## src/logic/zx_mem_pkg.sv

```systemverilog
// Memory side definitions for the Spectrum memory host
// SDRAM widths, region bases, paging state and the SDRAM command word

package zx_mem_pkg;

	localparam int SDRAM_AW = 25; // Byte address into SDRAM
	localparam int BANK_W   = 14; // Offset inside one 16K bank

	// ROM pages live in their own region above the RAM banks
	localparam logic [2:0] ROM_BANK_PREFIX = 3'b101;

	// ======================================================================
	// +3 paging register (port 1FFD)
	// ======================================================================

	// Bit 0 picks which view is meaningful
	typedef union packed {
		struct packed {
			logic [3:0] rsvd_hi;
			logic       motor;     // Disk motor
			logic       rom_hi;    // High bit of ROM page
			logic       rsvd_lo;
			logic       special;
		} norm;
		struct packed {
			logic [4:0] rsvd_hi;
			logic [1:0] cfg;       // All-RAM layout select
			logic       special;
		} spec;
	} plus3_page_u;

	// ======================================================================
	// Paging state seen by the address mapper
	// ======================================================================

	typedef struct packed {
		logic [7:0]  page_reg;   // 7FFD
		plus3_page_u plus3;      // 1FFD
		logic [7:0]  p1024_reg;  // EFF7
		logic [2:0]  page_128k;  // Extra RAM bank bits above 128K
		logic        zx48;
		logic        p1024;
		logic        pf1024;
		logic        is_plus3;
	} paging_t;

	// Toggle req/ack command towards the SDRAM controller
	typedef struct packed {
		logic                req;
		logic                we;
		logic [SDRAM_AW-1:0] addr;
		logic [7:0]          din;
	} sdram_cmd_t;

endpackage

```

## src/logic/zx_bus_pkg.sv

```systemverilog
// CPU bus side definitions for the Spectrum memory host
// One bus sample, the machine memory models and the I/O port constants

package zx_bus_pkg;

	// ======================================================================
	// CPU bus sample
	// ======================================================================

	// All strobes are active high
	typedef struct packed {
		logic [15:0] addr;
		logic [7:0]  dout; // Data driven by the CPU
		logic        mreq;
		logic        iorq;
		logic        rd;
		logic        wr;
		logic        m1;
	} zx_bus_t;

	// ======================================================================
	// Machine memory models
	// ======================================================================

	typedef enum logic [2:0] {
		MODE_128   = 3'd0, // Standard 128K
		MODE_P1024 = 3'd1, // Pentagon 1024K
		MODE_PROFI = 3'd2, // Profi 1024K
		MODE_48    = 3'd3,
		MODE_PLUS3 = 3'd4  // +2A/+3
	} mem_mode_e;

	// Profi extended paging port, fully decoded
	localparam logic [15:0] PORT_DFFD = 16'hDFFD;

endpackage
```

## src/logic/zx_mem_top.sv

```systemverilog
// Spectrum memory host top level
// CPU bus cycles in, paged SDRAM requests out

`timescale 1ns/1ps

module zx_mem_top #(
	parameter int SDRAM_AW = zx_mem_pkg::SDRAM_AW
) (
	input  logic                   clk_sys,
	input  logic                   reset,
	input  zx_bus_pkg::mem_mode_e  mem_mode_i,
	input  zx_bus_pkg::zx_bus_t    bus_i,
	output zx_mem_pkg::sdram_cmd_t sdram_cmd_o,
	input  logic                   sdram_ack_i,
	input  logic [15:0]            sdram_dout_i,
	output logic [7:0]             cpu_din_o,
	output logic                   ready_o
);

	zx_mem_pkg::paging_t                 paging;
	logic [zx_mem_pkg::SDRAM_AW-1:0]     mem_addr;
	logic                                mem_rd;
	logic                                mem_we;
	logic [7:0]                          mem_din;

	paging_regs i_paging_regs (
		.clk_sys    (clk_sys),
		.reset      (reset),
		.mem_mode_i (mem_mode_i),
		.bus_i      (bus_i),
		.paging_o   (paging)
	);

	addr_mapper i_addr_mapper (
		.paging_i   (paging),
		.bus_i      (bus_i),
		.mem_addr_o (mem_addr),
		.mem_rd_o   (mem_rd),
		.mem_we_o   (mem_we),
		.mem_din_o  (mem_din)
	);

	// Mapped addresses stay below 2MB, so a narrower SDRAM keeps the low bits
	sdram_port #(
		.ADDR_W (SDRAM_AW)
	) i_sdram_port (
		.clk_sys      (clk_sys),
		.reset        (reset),
		.mem_addr_i   (mem_addr[SDRAM_AW-1:0]),
		.mem_rd_i     (mem_rd),
		.mem_we_i     (mem_we),
		.mem_din_i    (mem_din),
		.sdram_cmd_o  (sdram_cmd_o),
		.sdram_ack_i  (sdram_ack_i),
		.sdram_dout_i (sdram_dout_i),
		.cpu_din_o    (cpu_din_o),
		.ready_o      (ready_o)
	);

endmodule

```

## src/logic/sdram_port.sv

```systemverilog
// Single SDRAM requester with toggle req/ack handshake
// Edge detects CPU reads and writes, latches the command and returns
// the addressed byte with a ready flag

`timescale 1ns/1ps

module sdram_port #(
	parameter int ADDR_W = zx_mem_pkg::SDRAM_AW
) (
	input  logic                   clk_sys,
	input  logic                   reset,
	input  logic [ADDR_W-1:0]      mem_addr_i,
	input  logic                   mem_rd_i,
	input  logic                   mem_we_i,
	input  logic [7:0]             mem_din_i,
	output zx_mem_pkg::sdram_cmd_t sdram_cmd_o,
	input  logic                   sdram_ack_i,
	input  logic [15:0]            sdram_dout_i,
	output logic [7:0]             cpu_din_o,
	output logic                   ready_o
);

	logic              rd_q1;
	logic              rd_q2;
	logic              we_q1;
	logic              new_req;
	logic              req_q;
	logic              we_q;
	logic [ADDR_W-1:0] addr_q;
	logic [7:0]        din_q;

	// ======================================================================
	// Request detect
	// ======================================================================

	// Reads wait one more cycle for the address decode to settle
	assign new_req = (rd_q1 & ~rd_q2) | (mem_we_i & ~we_q1);

	always_ff @(posedge clk_sys) begin
		if (reset) begin
			rd_q1 <= 1'b0;
			rd_q2 <= 1'b0;
			we_q1 <= 1'b0;
			req_q <= 1'b0;
			we_q  <= 1'b0;
		end else begin
			rd_q1 <= mem_rd_i;
			rd_q2 <= rd_q1;
			we_q1 <= mem_we_i;
			if (new_req) begin
				req_q <= ~req_q; // Controller acks by matching this
				we_q  <= mem_we_i;
			end
		end
	end

	// Command payload
	always_ff @(posedge clk_sys) begin
		if (new_req) begin
			addr_q <= mem_addr_i;
			din_q  <= mem_din_i;
		end
	end

	// ======================================================================
	// Command and response
	// ======================================================================

	always_comb begin
		sdram_cmd_o              = '0;
		sdram_cmd_o.req          = req_q;
		sdram_cmd_o.we           = we_q;
		sdram_cmd_o.addr[ADDR_W-1:0] = addr_q;
		sdram_cmd_o.din          = din_q;
	end

	// Even byte on the low lane
	assign cpu_din_o = addr_q[0] ? sdram_dout_i[15:8] : sdram_dout_i[7:0];

	assign ready_o = (sdram_ack_i == req_q) & ~new_req;

endmodule

```

## src/logic/addr_mapper.sv

```systemverilog
// CPU address to SDRAM address mapper
// Selects the ROM page, maps the four 16K quarters onto SDRAM banks
// and blocks writes into ROM

`timescale 1ns/1ps

module addr_mapper (
	input  zx_mem_pkg::paging_t                 paging_i,
	input  zx_bus_pkg::zx_bus_t                 bus_i,
	output logic [zx_mem_pkg::SDRAM_AW-1:0]     mem_addr_o,
	output logic                                mem_rd_o,
	output logic                                mem_we_o,
	output logic [7:0]                          mem_din_o
);

	localparam int BW = zx_mem_pkg::BANK_W;

	logic [1:0]    quarter;
	logic [BW-1:0] offset;
	logic          special;
	logic [3:0]    rom_page;
	logic [2:0]    spec_bank;
	logic [5:0]    ram_bank;

	assign quarter = bus_i.addr[15:14];
	assign offset  = bus_i.addr[BW-1:0];
	assign special = paging_i.plus3.spec.special;

	// +3 has four ROMs, the older models two
	assign rom_page = paging_i.is_plus3 ?
		{2'b10, paging_i.plus3.norm.rom_hi, paging_i.page_reg[4]} :
		{paging_i.zx48, 2'b11, paging_i.zx48 | paging_i.page_reg[4]};

	// +3 all-RAM layouts
	always_comb begin
		case (paging_i.plus3.spec.cfg)
			2'd0: spec_bank = {1'b0, quarter};
			2'd1: spec_bank = {1'b1, quarter};
			2'd2: spec_bank = (quarter == 2'd3) ? 3'd3 : {1'b1, quarter};
			default: begin
				case (quarter)
					2'd0:    spec_bank = 3'd4;
					2'd1:    spec_bank = 3'd7;
					2'd2:    spec_bank = 3'd6;
					default: spec_bank = 3'd3;
				endcase
			end
		endcase
	end

	always_comb begin
		case (quarter)
			2'd1:    ram_bank = 6'd5;
			2'd2:    ram_bank = 6'd2;
			default: ram_bank = {paging_i.page_128k, paging_i.page_reg[2:0]};
		endcase
	end

	always_comb begin
		mem_addr_o = '0;
		if (special) begin
			mem_addr_o[BW+2:0] = {spec_bank, offset};
		end else if (quarter == 2'd0) begin
			mem_addr_o[BW+6:0] = {zx_mem_pkg::ROM_BANK_PREFIX, rom_page, offset};
		end else begin
			mem_addr_o[BW+5:0] = {ram_bank, offset};
		end
	end

	assign mem_rd_o  = bus_i.mreq & bus_i.rd;
	assign mem_we_o  = bus_i.mreq & bus_i.wr & (special | (quarter != 2'd0)); // ROM is read only
	assign mem_din_o = bus_i.dout;

endmodule

```

## src/logic/paging_regs.sv

```systemverilog
// Spectrum paging registers
// Decodes I/O writes to 7FFD, 1FFD, DFFD and EFF7 and holds the paging
// state for all memory models

`timescale 1ns/1ps

module paging_regs (
	input  logic                  clk_sys,
	input  logic                  reset,
	input  zx_bus_pkg::mem_mode_e mem_mode_i,
	input  zx_bus_pkg::zx_bus_t   bus_i,
	output zx_mem_pkg::paging_t   paging_o
);

	zx_mem_pkg::paging_t regs;

	logic io_wr;
	logic io_wr_q;
	logic io_wr_rise;
	logic locked;
	logic sel_7ffd;
	logic sel_1ffd;
	logic sel_dffd;
	logic sel_eff7;

	// ======================================================================
	// Port decode
	// ======================================================================

	assign io_wr      = bus_i.iorq & bus_i.wr & ~bus_i.m1; // No interrupt ack
	assign io_wr_rise = io_wr & ~io_wr_q;

	// Pentagon 1024 only honours the lock bit when EFF7 bit 2 is set
	assign locked = regs.zx48 |
	                (~regs.p1024 & regs.page_reg[5]) |
	                (regs.p1024 & regs.p1024_reg[2] & regs.page_reg[5]);

	// Partial decode, +3 also needs A14 to tell 7FFD from 1FFD
	assign sel_7ffd = ~bus_i.addr[15] & ~bus_i.addr[1] &
	                  (bus_i.addr[14] | ~regs.is_plus3) & ~locked;

	assign sel_1ffd = (bus_i.addr[15:12] == 4'b0001) & ~bus_i.addr[1] &
	                  regs.is_plus3 & ~locked;

	assign sel_dffd = regs.pf1024 & (bus_i.addr == zx_bus_pkg::PORT_DFFD);

	assign sel_eff7 = regs.p1024 & (bus_i.addr[15:13] == 3'b111) &
	                  ~bus_i.addr[12] & ~bus_i.addr[3];

	// ======================================================================
	// Registers
	// ======================================================================

	always_ff @(posedge clk_sys) begin
		if (reset) begin
			io_wr_q          <= 1'b0;
			regs.page_reg    <= 8'h00;
			regs.plus3       <= 8'h00;
			regs.p1024_reg   <= 8'h00;
			regs.page_128k   <= 3'd0;
			// Model is only picked up while in reset
			regs.zx48     <= (mem_mode_i == zx_bus_pkg::MODE_48);
			regs.p1024    <= (mem_mode_i == zx_bus_pkg::MODE_P1024);
			regs.pf1024   <= (mem_mode_i == zx_bus_pkg::MODE_PROFI);
			regs.is_plus3 <= (mem_mode_i == zx_bus_pkg::MODE_PLUS3);
		end else begin
			io_wr_q <= io_wr;

			if (io_wr_rise) begin
				if (sel_7ffd) begin
					regs.page_reg <= bus_i.dout;
					// Pentagon extra bank bits ride on D7..D5
					if (regs.p1024 & ~regs.p1024_reg[2]) begin
						regs.page_128k <= {bus_i.dout[5], bus_i.dout[7:6]};
					end
				end else if (sel_1ffd) begin
					regs.plus3 <= bus_i.dout;
				end

				if (sel_dffd) begin
					regs.page_128k <= bus_i.dout[2:0]; // Profi bank bits
				end

				if (sel_eff7) begin
					regs.p1024_reg <= bus_i.dout;
				end
			end
		end
	end

	assign paging_o = regs;

endmodule

```

## config.mk

```make
export PLATFORM = sky130hd
export DESIGN_NAME = zx_mem_top
export DESIGN_NICKNAME = d
export VERILOG_FILES = /design/src/logic/zx_mem_pkg.sv /design/src/logic/zx_bus_pkg.sv /design/src/logic/zx_mem_top.sv /design/src/logic/sdram_port.sv /design/src/logic/addr_mapper.sv /design/src/logic/paging_regs.sv
export SDC_FILE = /design/constraint.sdc
export NUM_CORES = 1
export LEC_CHECK = 0
export BUFFER_PORTS_ARGS = -buffer_cell sky130_fd_sc_hd__buf_4
export CAP_MARGIN = 30
export CORE_ASPECT_RATIO = 0.6
export CORE_MARGIN = 8
export CORE_UTILIZATION = 47
export CTS_CLUSTER_SIZE = 30
export DETAILED_ROUTE_END_ITERATION = 8
export GPL_TIMING_DRIVEN = 0
export PLACE_DENSITY = 0.79
export SLEW_MARGIN = 20
export SYNTH_ARGS = -nofsm -noshare
export SYNTH_HDL_FRONTEND = slang
export SYNTH_SLANG_ARGS = --single-unit
```

## constraint.sdc

```tcl
create_clock -name clk_sys -period 3.3 [get_ports clk_sys]
set_input_delay 0.33 -clock clk_sys [delete_from_list [all_inputs] [get_ports clk_sys]]
set_output_delay 0.33 -clock clk_sys [all_outputs]
set_load 0.02 [all_outputs]
```

==> results of run 1 <==
[per-layer routing]
layer / global-route usage / share of wire
met1: 0.212 / 0.48
met2: 0.227 / 0.41
met3: 0.0594 / 0.097
met4: 0.0660 / 0.014
met5: 0 / 0
[kinds of logic after synthesis]
family	synth area share
simple gates	0.147
flops	0.609
compound gates	0.0682
mux	0.0998
buf+inv	0.0389
fa+ha+maj	0.0282
xor+xnor	0.00789
other cells	0.00169
[cell type report]
| class | count | share of cell area |
|---|---|---|
| Multi-Input combinational cell | 112 | 0.257 |
| Buffer | 11 | 0.0204 |
| Timing Repair Buffer | 91 | 0.225 |
| Inverter | 6 | 0.00721 |
| Sequential cell | 51 | 0.432 |
| Clock buffer | 8 | 0.0324 |
| Tap cell | 63 | 0.0252 |
[state kept, by name, summed over array words and instances (netlist names)]
register and flops:
i_sdram_port.we_q1 1, i_sdram_port.rd_q1 1, i_sdram_port.din_q 8, i_sdram_port.we_q 1, i_sdram_port.addr_q 21, i_paging_regs.io_wr_q 1
i_sdram_port.req_q 1, i_sdram_port.rd_q2 1, i_paging_regs.paging_o 16
[path summary, 6_finish.rpt]
check | endpoint | slack, ps
setup / recovery | ready_o | 1100
hold / removal | i_paging_regs.io_wr_q | 180
setup reg to reg | i_paging_regs.paging_o[23] | 1640
hold reg to reg | i_sdram_port.rd_q2 | 480
[cells in the final DEF (no fill, tap or decap), drive strengths merged, types with 2 or more instances in the layout]
cell and instances:
a211oi 5, buf 97, mux2i 12, a21oi 8, ha 5, conb 4, nor3b 3, o21ai 4
edfxtp 33, and3b 3, nand3 3, nor2 19, nand2b 3, nand2 6, inv 6, clkbuf 13
and3 3, nand4 4, nand3b 2, mux2 9, nor2b 3, dfxtp 18
[power groups by stage]
stage          sequential [mW]  clock [mW]  combinational (mW)
4_1_cts                  0.726       0.402               0.239
3_3_place_gp             0.741           0               0.226
3_5_place_dp             0.740           0               0.238
6_report                 0.725       0.391               0.236
2_1_floorplan            0.766           0              0.0837
5_1_grt                  0.728       0.424               0.256
[critical path: cells and delay by family]
family          cells  cell delay [ps]
fa+ha+maj           1              220
buf+inv             3              380
simple gates        3              490
compound gates      1              450
==> impl_metrics.py, run 1 <==
metrics = {
    "timing": {
        "rsz0062_at_grt": "false",
        "fin_worst_skew_ps": 6.58,
        "timing.final.max_slew_violations": 0,
        "finalSetupViolCount": 0,
        "holdWs_ps": 178,
        "min_period_ps": 2200,
        "fin_crit_sh": 0.667,
        "fin_setup_tns_ps": 0,
        "fmax_ghz": 0.454,
        "fin_ws_ps": 1100,
        "final-hold-violation-count": 0,
    },
    "detailed_routing": {
        "drt-vias-per-instance": 5.07,
        "wl_per_cell_um": 16.6,
        "drtAntennaViolNets": 0,
        "routed-via-count": 1735,
        "drtPass1Iterations": 4,
        "drc": 0,
        "drt-initial-drc-count": 69,
        "routed_wl_um": 5660,
    },
    "outcome": {
        "status": "completed",
    },
    "critical_path": {
        "cp_common_cell": "buf_4",
        "crit_type": "in -> out",
        "critPathArrivalTime_ps": 1870,
        "crit_fanout": 12,
        "reg2reg_depth": 4,
        "slowest_stage": "o21ai_4",
        "crit_chain": "buf_4 -> inv_1 -> ha_1 -> nor2b_1 -> nand3b_1 -> o21ai_4 -> nor2_1 -> buf_4",
        "crit_path_start": "bus_i[28]",
        "crit_path_end_kind": "output port",
        "cp.required_ps": 2970,
        "worstReg2RegStart": "i_paging_regs.paging_o[0]",
        "cp-start-kind": "primary input",
        "cp_slowest_stage_delay_ps": 450,
    },
    "power_and_ir_drop": {
        "p_int_mw": 1.03,
        "comb_power_share": 0.175,
        "power_frac_seq": 0.536,
        "power.switching_mw": 0.327,
        "p_per_area_nw_per_um2": 433,
        "power_leakage_nw": 1.39,
        "sw_frac_of_total": 0.242,
        "ir_drop_uv": 255,
        "power_frac_clock": 0.289,
        "total_power_mw": 1.35,
    },
    "synthesis": {
        "synth.distinct_cells": 42,
        "yosysTopAreaCellShare": 0.446,
        "ys_top_cells_by_count": "edfxtp_1, dfxtp_1, nor2_1",
        "synth_async_sr_flop_share": 0,
        "avgSynthCellArea_um2": 12.5,
        "yosysTopAreaCell": "edfxtp_1",
        "yosysMostFrequentCell": "edfxtp_1",
        "synth-edff-count": 33,
        "ys.flop_type": "edfxtp_1",
        "ys_seq_elements": 51,
        "netlist_instances": 177,
        "syn-cell-area_um2": 2220,
        "yosys_warnings": 0,
        "synthTopCellsByArea": "edfxtp_1, dfxtp_1, mux2i_1, mux2_2, nor2_1",
        "seq_area_frac_synth": 0.609,
    },
    "clocking": {
        "cts-root-buf": "clkbuf_8",
        "clk_pin_slew_ps": 90,
        "holdBufCountCts": 0,
        "clockBufferDepth": 2,
        "cts_buffers": 5,
        "cts_tree": "yes",
        "htreeDepth": 2,
        "clk_latency_ps": 310,
        "numClockSinks": 51,
        "ctsResizeCount": 0,
        "postCtsSetupBuffers": 0,
    },
    "final_layout": {
        "syn_to_final_growth_pct": 40.8,
        "fillCellCount": 372,
        "antennaDiodeCount": 0,
        "finalInstanceArea_um2": 3130,
        "final_nets": 334,
        "final_cells": 342,
        "layout-drive-gt1-share": 0.419,
        "final-seq-area_um2": 1350,
        "multi_input_area_um2": 805,
        "utilization": 0.685,
    },
    "worst_hold_path": {
        "min-delay-start": "bus_i[0]",
        "hp-class": "in -> reg",
        "hold_path_depth": 2,
    },
    "global_routing": {
        "grt-ovfl-total": 0,
        "grtUsageTotal": 0.159,
        "grt_pass1_wl_um": 9340,
        "grt_max_degree": 21,
        "grt_pass1_vias": 1778,
        "antenna_found_initial": 0,
    },
    "placement": {
        "portBuffers": 90,
        "gp_congestion": 0.810,
        "dp_hpwl_um": 4570,
        "pre_cts_slack_ps": 1100,
        "dpl.cell_count": 334,
        "postPlaceCellArea_um2": 3020,
    },
    "die": {
        "die_w_um": 105,
        "die_h_um": 69.2,
        "initial_core_util": 0.486,
        "die_area_um2": 7250,
        "boundaryPins": 95,
        "rows": 19,
        "coreArea_um2": 4560,
    },
    "flow_run": {
        "maxCapViolCount": 0,
    },
}
Power figures use the tool's default switching activity.
==> run 2: changes to the inputs <==
==> constraint.sdc (replaced) <==
create_clock -name clk_sys -period 2.05 [get_ports clk_sys]
set_input_delay 0.205 -clock clk_sys [delete_from_list [all_inputs] [get_ports clk_sys]]
set_output_delay 0.205 -clock clk_sys [all_outputs]
set_load 0.02 [all_outputs]
==> run 2 against run 1 <==
  * Core utilization decreased by 0.14 points
  * Sequential cell count is the same
  * Total power rose by 64%
  * Final cell count rose by 0.29%
  * Design area shrank 0.20%
  * Routed wire length is 6.6% higher
  * Hold slack lost 120 ps
  * First-iteration DRC count increased by 91%
  * Register-to-register slack lost 1500 ps
  * Global-route usage up 0.48 points
  * Clock skew up 0.64 ps
  * Largest cell class unchanged
  * Highest routed layer unchanged
==> impl_metrics.py, run 2 (synthesis results as in run 1) <==
metrics = {
    "outcome": {
        "status": "completed",
    },
    "final_layout": {
        "regMostFlops": "i_sdram_port.addr_q",
        "largest_reg_flops": 21,
        "layout_commonest_cell": "buf_4",
        "final_nets": 335,
        "antennaDiodeCount": 0,
        "final_cell_mix": "buf_4, edfxtp_1, nor2_1, dfxtp_1, mux2i_1",
        "fillCellCount": 360,
        "layout-drive-gt1-share": 0.421,
        "utilization": 0.683,
        "syn_to_final_growth_pct": 40.5,
    },
    "timing": {
        "timing.final.max_slew_violations": 0,
        "fin_worst_skew_ps": 7.22,
        "slew_headroom": 0.428,
        "rsz0062_at_grt": "false",
        "holdWs_ps": 54.5,
        "min_period_ps": 1940,
        "tightest_slew_ps": 858,
        "fin_crit_sh": 0.947,
        "fmax_ghz": 0.515,
        "fin_setup_tns_ps": 0,
        "finalSetupViolCount": 0,
        "final-hold-violation-count": 0,
        "fin_ws_ps": 108,
    },
    "die": {
        "initial_core_util": 0.486,
        "rows": 19,
        "boundaryPins": 95,
        "die_w_um": 105,
        "coreArea_um2": 4560,
        "die_area_um2": 7250,
        "die_h_um": 69.2,
    },
    "clocking": {
        "postCtsSetupBuffers": 1,
        "holdBufCountCts": 0,
        "htreeDepth": 2,
        "clk_latency_ps": 310,
        "numClockSinks": 51,
        "clk_pin_slew_ps": 90,
        "clockBufferDepth": 2,
        "cts_buffers": 5,
        "cts-root-buf": "clkbuf_8",
        "cts_tree": "yes",
        "ctsResizeCount": 0,
    },
    "placement": {
        "dp_hpwl_um": 4570,
        "gp_congestion": 0.802,
        "portBuffers": 90,
        "pre_cts_slack_ps": -295,
    },
    "critical_path": {
        "crit_path_end_kind": "register",
        "slowest_stage": "o21ai_2",
        "crit_type": "in -> reg",
        "crit_chain": "buf_4 -> inv_1 -> ha_1 -> nor2b_1 -> nand3b_1 -> o21ai_2",
        "cp.required_ps": 1990,
        "reg2reg_depth": 3,
        "worstReg2RegStart": "i_paging_regs.paging_o[15]",
        "critPathArrivalTime_ps": 1880,
        "cp-start-kind": "primary input",
        "crit_fanout": 15,
        "r2r_slack_ps": 190,
        "timing.rr.end": "i_sdram_port.addr_q[5]",
        "cp_slowest_stage_delay_ps": 780,
    },
    "worst_hold_path": {
        "hold_path_depth": 2,
        "min-delay-start": "bus_i[0]",
        "hp-class": "in -> reg",
        "hold_end": "i_paging_regs.io_wr_q",
    },
    "detailed_routing": {
        "routed-via-count": 1772,
        "routed_wl_um": 6040,
        "drt-vias-per-instance": 5.17,
        "drt-initial-drc-count": 132,
        "wl_per_cell_um": 17.6,
        "drtPass1Iterations": 4,
        "drc": 0,
        "drtAntennaViolNets": 0,
    },
    "global_routing": {
        "grt-ovfl-total": 0,
        "antenna_found_initial": 0,
        "grt_max_degree": 16,
        "grtUsageTotal": 0.164,
        "grt_pass1_wl_um": 9470,
        "grt_pass1_vias": 1762,
    },
    "power_and_ir_drop": {
        "ir_drop_uv": 478,
        "power_leakage_nw": 1.38,
        "p_per_area_nw_per_um2": 713,
        "total_power_mw": 2.22,
    },
    "flow_run": {
        "maxCapViolCount": 0,
    },
}
==> run 2: final cells by class <==
cell class                 count  area (um2)  share of cell area
clock inverter                 1        30.0             0.00963
clock buffer                   7        76.3              0.0245
tap                           63        78.8              0.0253
sequential                    51        1350               0.433
buffer                        11        63.8              0.0205
multi-input combinational    113         813               0.261
timing repair buffer          91         683               0.219
inverter                       6        22.5             0.00722
==> run 2: worst max path at each step <==
stage               startpoint                endpoint  slack [ps]  cells after the start
global route         bus_i[28]   i_sdram_port.din_q[2]          40                      6
detailed placement   bus_i[28]                 ready_o        -300                      8
global placement     bus_i[27]                 ready_o        -260                      8
CTS                  bus_i[28]   i_sdram_port.din_q[2]         110                      6
floorplan            bus_i[27]                 ready_o         210                      6
finish               bus_i[28]  i_sdram_port.addr_q[5]         110                      6
==> run 2: routing by layer <==
layer | global-route usage | up-vias | routed length [um]
li1 | - | 848 | -
met1 | 0.217 | 812 | 2870
met2 | 0.236 | 103 | 2390
met3 | 0.0705 | 9 | 701
met4 | 0.0503 | 0 | 73
met5 | 0 | - | 0
==> run 2: report_power, final <==
group / switching [mW] / internal [mW]
sequential: 0.0212 / 1.15
combinational: 0.199 / 0.181
clock: 0.307 / 0.365
total: 0.527 / 1.70
==> run 2: worst max-delay path: cells and delay by family <==
family | cells | cell delay [ps]
simple gates | 2 | 470
compound gates | 1 | 780
fa+ha+maj | 1 | 220
buf+inv | 2 | 200
==> run 2: stage by stage <==
stage,cell area [um2],cells
after floorplan,2240,180
after global placement,3000,333
after detailed placement,3000,333
after CTS,3120,343
after global routing,3120,343
final,3120,343
==> run 3: changes to the inputs <==
--- a/config.mk
+++ b/config.mk
@@ -9,11 +9,13 @@
 export CAP_MARGIN = 30
 export CORE_ASPECT_RATIO = 0.6
 export CORE_MARGIN = 8
-export CORE_UTILIZATION = 47
+export CORE_UTILIZATION = 49
+export CTS_BUF_LIST = sky130_fd_sc_hd__clkbuf_8
 export CTS_CLUSTER_SIZE = 30
 export DETAILED_ROUTE_END_ITERATION = 8
 export GPL_TIMING_DRIVEN = 0
-export PLACE_DENSITY = 0.79
+export HOLD_SLACK_MARGIN = 0.08
+export PLACE_DENSITY = 0.82
 export SLEW_MARGIN = 20
 export SYNTH_ARGS = -nofsm -noshare
 export SYNTH_HDL_FRONTEND = slang
==> run 3 against run 2 <==
  * Register-to-register slack about the same
  * Sequential share of layout area is 1.4 points lower
  * Sequential cell count is the same
  * Combinational power rose by 5%
  * Clock skew up 0.98 ps
  * Final cell count grew 3.8%
  * Sequential power about the same
  * Global-route usage fell by 0.76 points
  * Largest cell class unchanged
  * Critical endpoint is now i_sdram_port.addr_q[0]
  * Non-clock buffer count up 13
  * Critical path depth unchanged
==> impl_metrics.py, run 3 (synthesis results as in run 1) <==
metrics = {
    "global_routing": {
        "grt_pass1_wl_um": 8180,
        "grt_pass1_vias": 1667,
        "antenna_found_initial": 0,
        "grtUsageTotal": 0.157,
        "grt_max_degree": 16,
        "grt-ovfl-total": 0,
    },
    "power_and_ir_drop": {
        "total_power_mw": 2.11,
        "p_per_area_nw_per_um2": 655,
        "power_frac_seq": 0.554,
        "comb_power_share": 0.189,
        "power_frac_clock": 0.258,
        "p_int_mw": 1.58,
        "power.switching_mw": 0.533,
        "power_leakage_nw": 1.44,
        "sw_frac_of_total": 0.252,
        "ir_drop_uv": 376,
    },
    "detailed_routing": {
        "routed_wl_um": 5980,
        "routed-via-count": 1797,
        "drt-initial-drc-count": 114,
        "wl_per_cell_um": 16.8,
        "drtAntennaViolNets": 0,
        "drc": 0,
        "drtPass1Iterations": 4,
        "drt-vias-per-instance": 5.05,
    },
    "die": {
        "initial_core_util": 0.497,
        "coreArea_um2": 4470,
        "die_h_um": 68.1,
        "die_area_um2": 7010,
        "die_w_um": 103,
        "boundaryPins": 95,
        "rows": 19,
    },
    "critical_path": {
        "cp.required_ps": 1980,
        "endpoint": "i_sdram_port.addr_q[0]",
        "timing.rr.end": "i_sdram_port.addr_q[0]",
        "crit_fanout": 15,
        "critPathArrivalTime_ps": 1880,
        "worstReg2RegStart": "i_paging_regs.paging_o[15]",
        "reg2reg_depth": 3,
        "crit_path_start": "bus_i[27]",
        "crit_type": "in -> reg",
        "crit_path_end_kind": "register",
        "cp-start-kind": "primary input",
        "r2r_slack_ps": 190,
    },
    "final_layout": {
        "layout-drive-gt1-share": 0.403,
        "syn_to_final_growth_pct": 45.3,
        "finalInstanceArea_um2": 3230,
        "antennaDiodeCount": 0,
        "largest_reg_flops": 21,
        "final_cell_mix": "buf_4, edfxtp_1, nor2_1, dfxtp_1, dlygate4sd3_1",
        "utilization": 0.722,
        "final_nets": 348,
        "regMostFlops": "i_sdram_port.addr_q",
        "layout_commonest_cell": "buf_4",
    },
    "placement": {
        "gp_congestion": 0.826,
        "portBuffers": 90,
        "dp_hpwl_um": 4380,
        "postPlaceCellArea_um2": 3000,
    },
    "clocking": {
        "htreeDepth": 2,
        "clk_latency_ps": 300,
        "clockBufferDepth": 2,
        "numClockSinks": 51,
        "cts_tree": "yes",
        "cts_buffers": 5,
        "cts-root-buf": "clkbuf_8",
        "clk_pin_slew_ps": 90,
    },
    "timing": {
        "min_period_ps": 1950,
        "final-hold-violation-count": 0,
        "rsz0062_at_grt": "false",
        "timing.final.max_slew_violations": 0,
        "slew_headroom": 0.448,
        "fmax_ghz": 0.513,
        "fin_worst_skew_ps": 8.20,
        "tightest_slew_ps": 828,
        "holdWs_ps": 93.0,
        "fin_crit_sh": 0.951,
        "finalSetupViolCount": 0,
    },
    "flow_run": {
        "maxCapViolCount": 0,
    },
    "worst_hold_path": {
        "hp-class": "in -> reg",
    },
    "outcome": {
        "status": "completed",
    },
}
run 3: through the flow:
stage	std cells	setup WS [ps]	TNS, ps
2_1_floorplan	180	209	0
3_3_place_gp	333	-270	-4660
3_5_place_dp	333	-291	-5220
4_1_cts	348	96.1	0
5_1_grt	356	24.1	0
6_report	356	99.4	0
run 3: repair_timing:
action                                  4_1_cts  5_1_grt
setup buffers                                 1        0
gates resized for setup                       0        0
hold endpoints to repair                      5        8
hold buffers                                  5        8
endpoints found under the setup margin        1        0
run 3: how the worst min path moves through the flow:
stage / slack [ps] / to / from / cells past startpoint
after floorplan: 280 / i_paging_regs.io_wr_q / bus_i[0] / 1
after global placement: 370 / i_paging_regs.io_wr_q / bus_i[0] / 2
final: 90 / i_sdram_port.din_q[5] / bus_i[10] / 1
after CTS: 80 / i_sdram_port.din_q[7] / bus_i[12] / 1
after detailed placement: 380 / i_paging_regs.io_wr_q / bus_i[0] / 2
after global routing: 80 / i_sdram_port.din_q[5] / bus_i[10] / 1
run 3: power by group through the flow:
| stage | Clock (mW) | Sequential [mW] | Combinational, mW |
|---|---|---|---|
| floorplan | 0 | 1.23 | 0.137 |
| global placement | 0 | 1.19 | 0.366 |
| detailed placement | 0 | 1.19 | 0.372 |
| CTS | 0.559 | 1.17 | 0.388 |
| global route | 0.613 | 1.17 | 0.426 |
| finish | 0.544 | 1.17 | 0.399 |
run 3: layer usage:
layer,vias to the layer above,wire length (um),track usage
met4,0,42,0.0447
li1,870,-,-
met3,5,782,0.0629
met1,828,2580,0.191
met2,94,2570,0.254
met5,-,0,0
run 3: final cells by class:
type | count | area, um2
Buffer | 11 | 63.8
Clock buffer | 5 | 68.8
Clock inverter | 3 | 13.8
Fill cell | 332 | 1240
Inverter | 6 | 22.5
Multi-Input combinational cell | 113 | 813
Sequential cell | 51 | 1350
Tap cell | 63 | 78.8
Timing Repair Buffer | 104 | 813
run 3: worst max-delay path, cell delays in order:
cell      delay (ps)
buf_4            130
inv_2             60
ha_1             240
nor2b_1          170
nand3b_1         330
o21ai_2          760
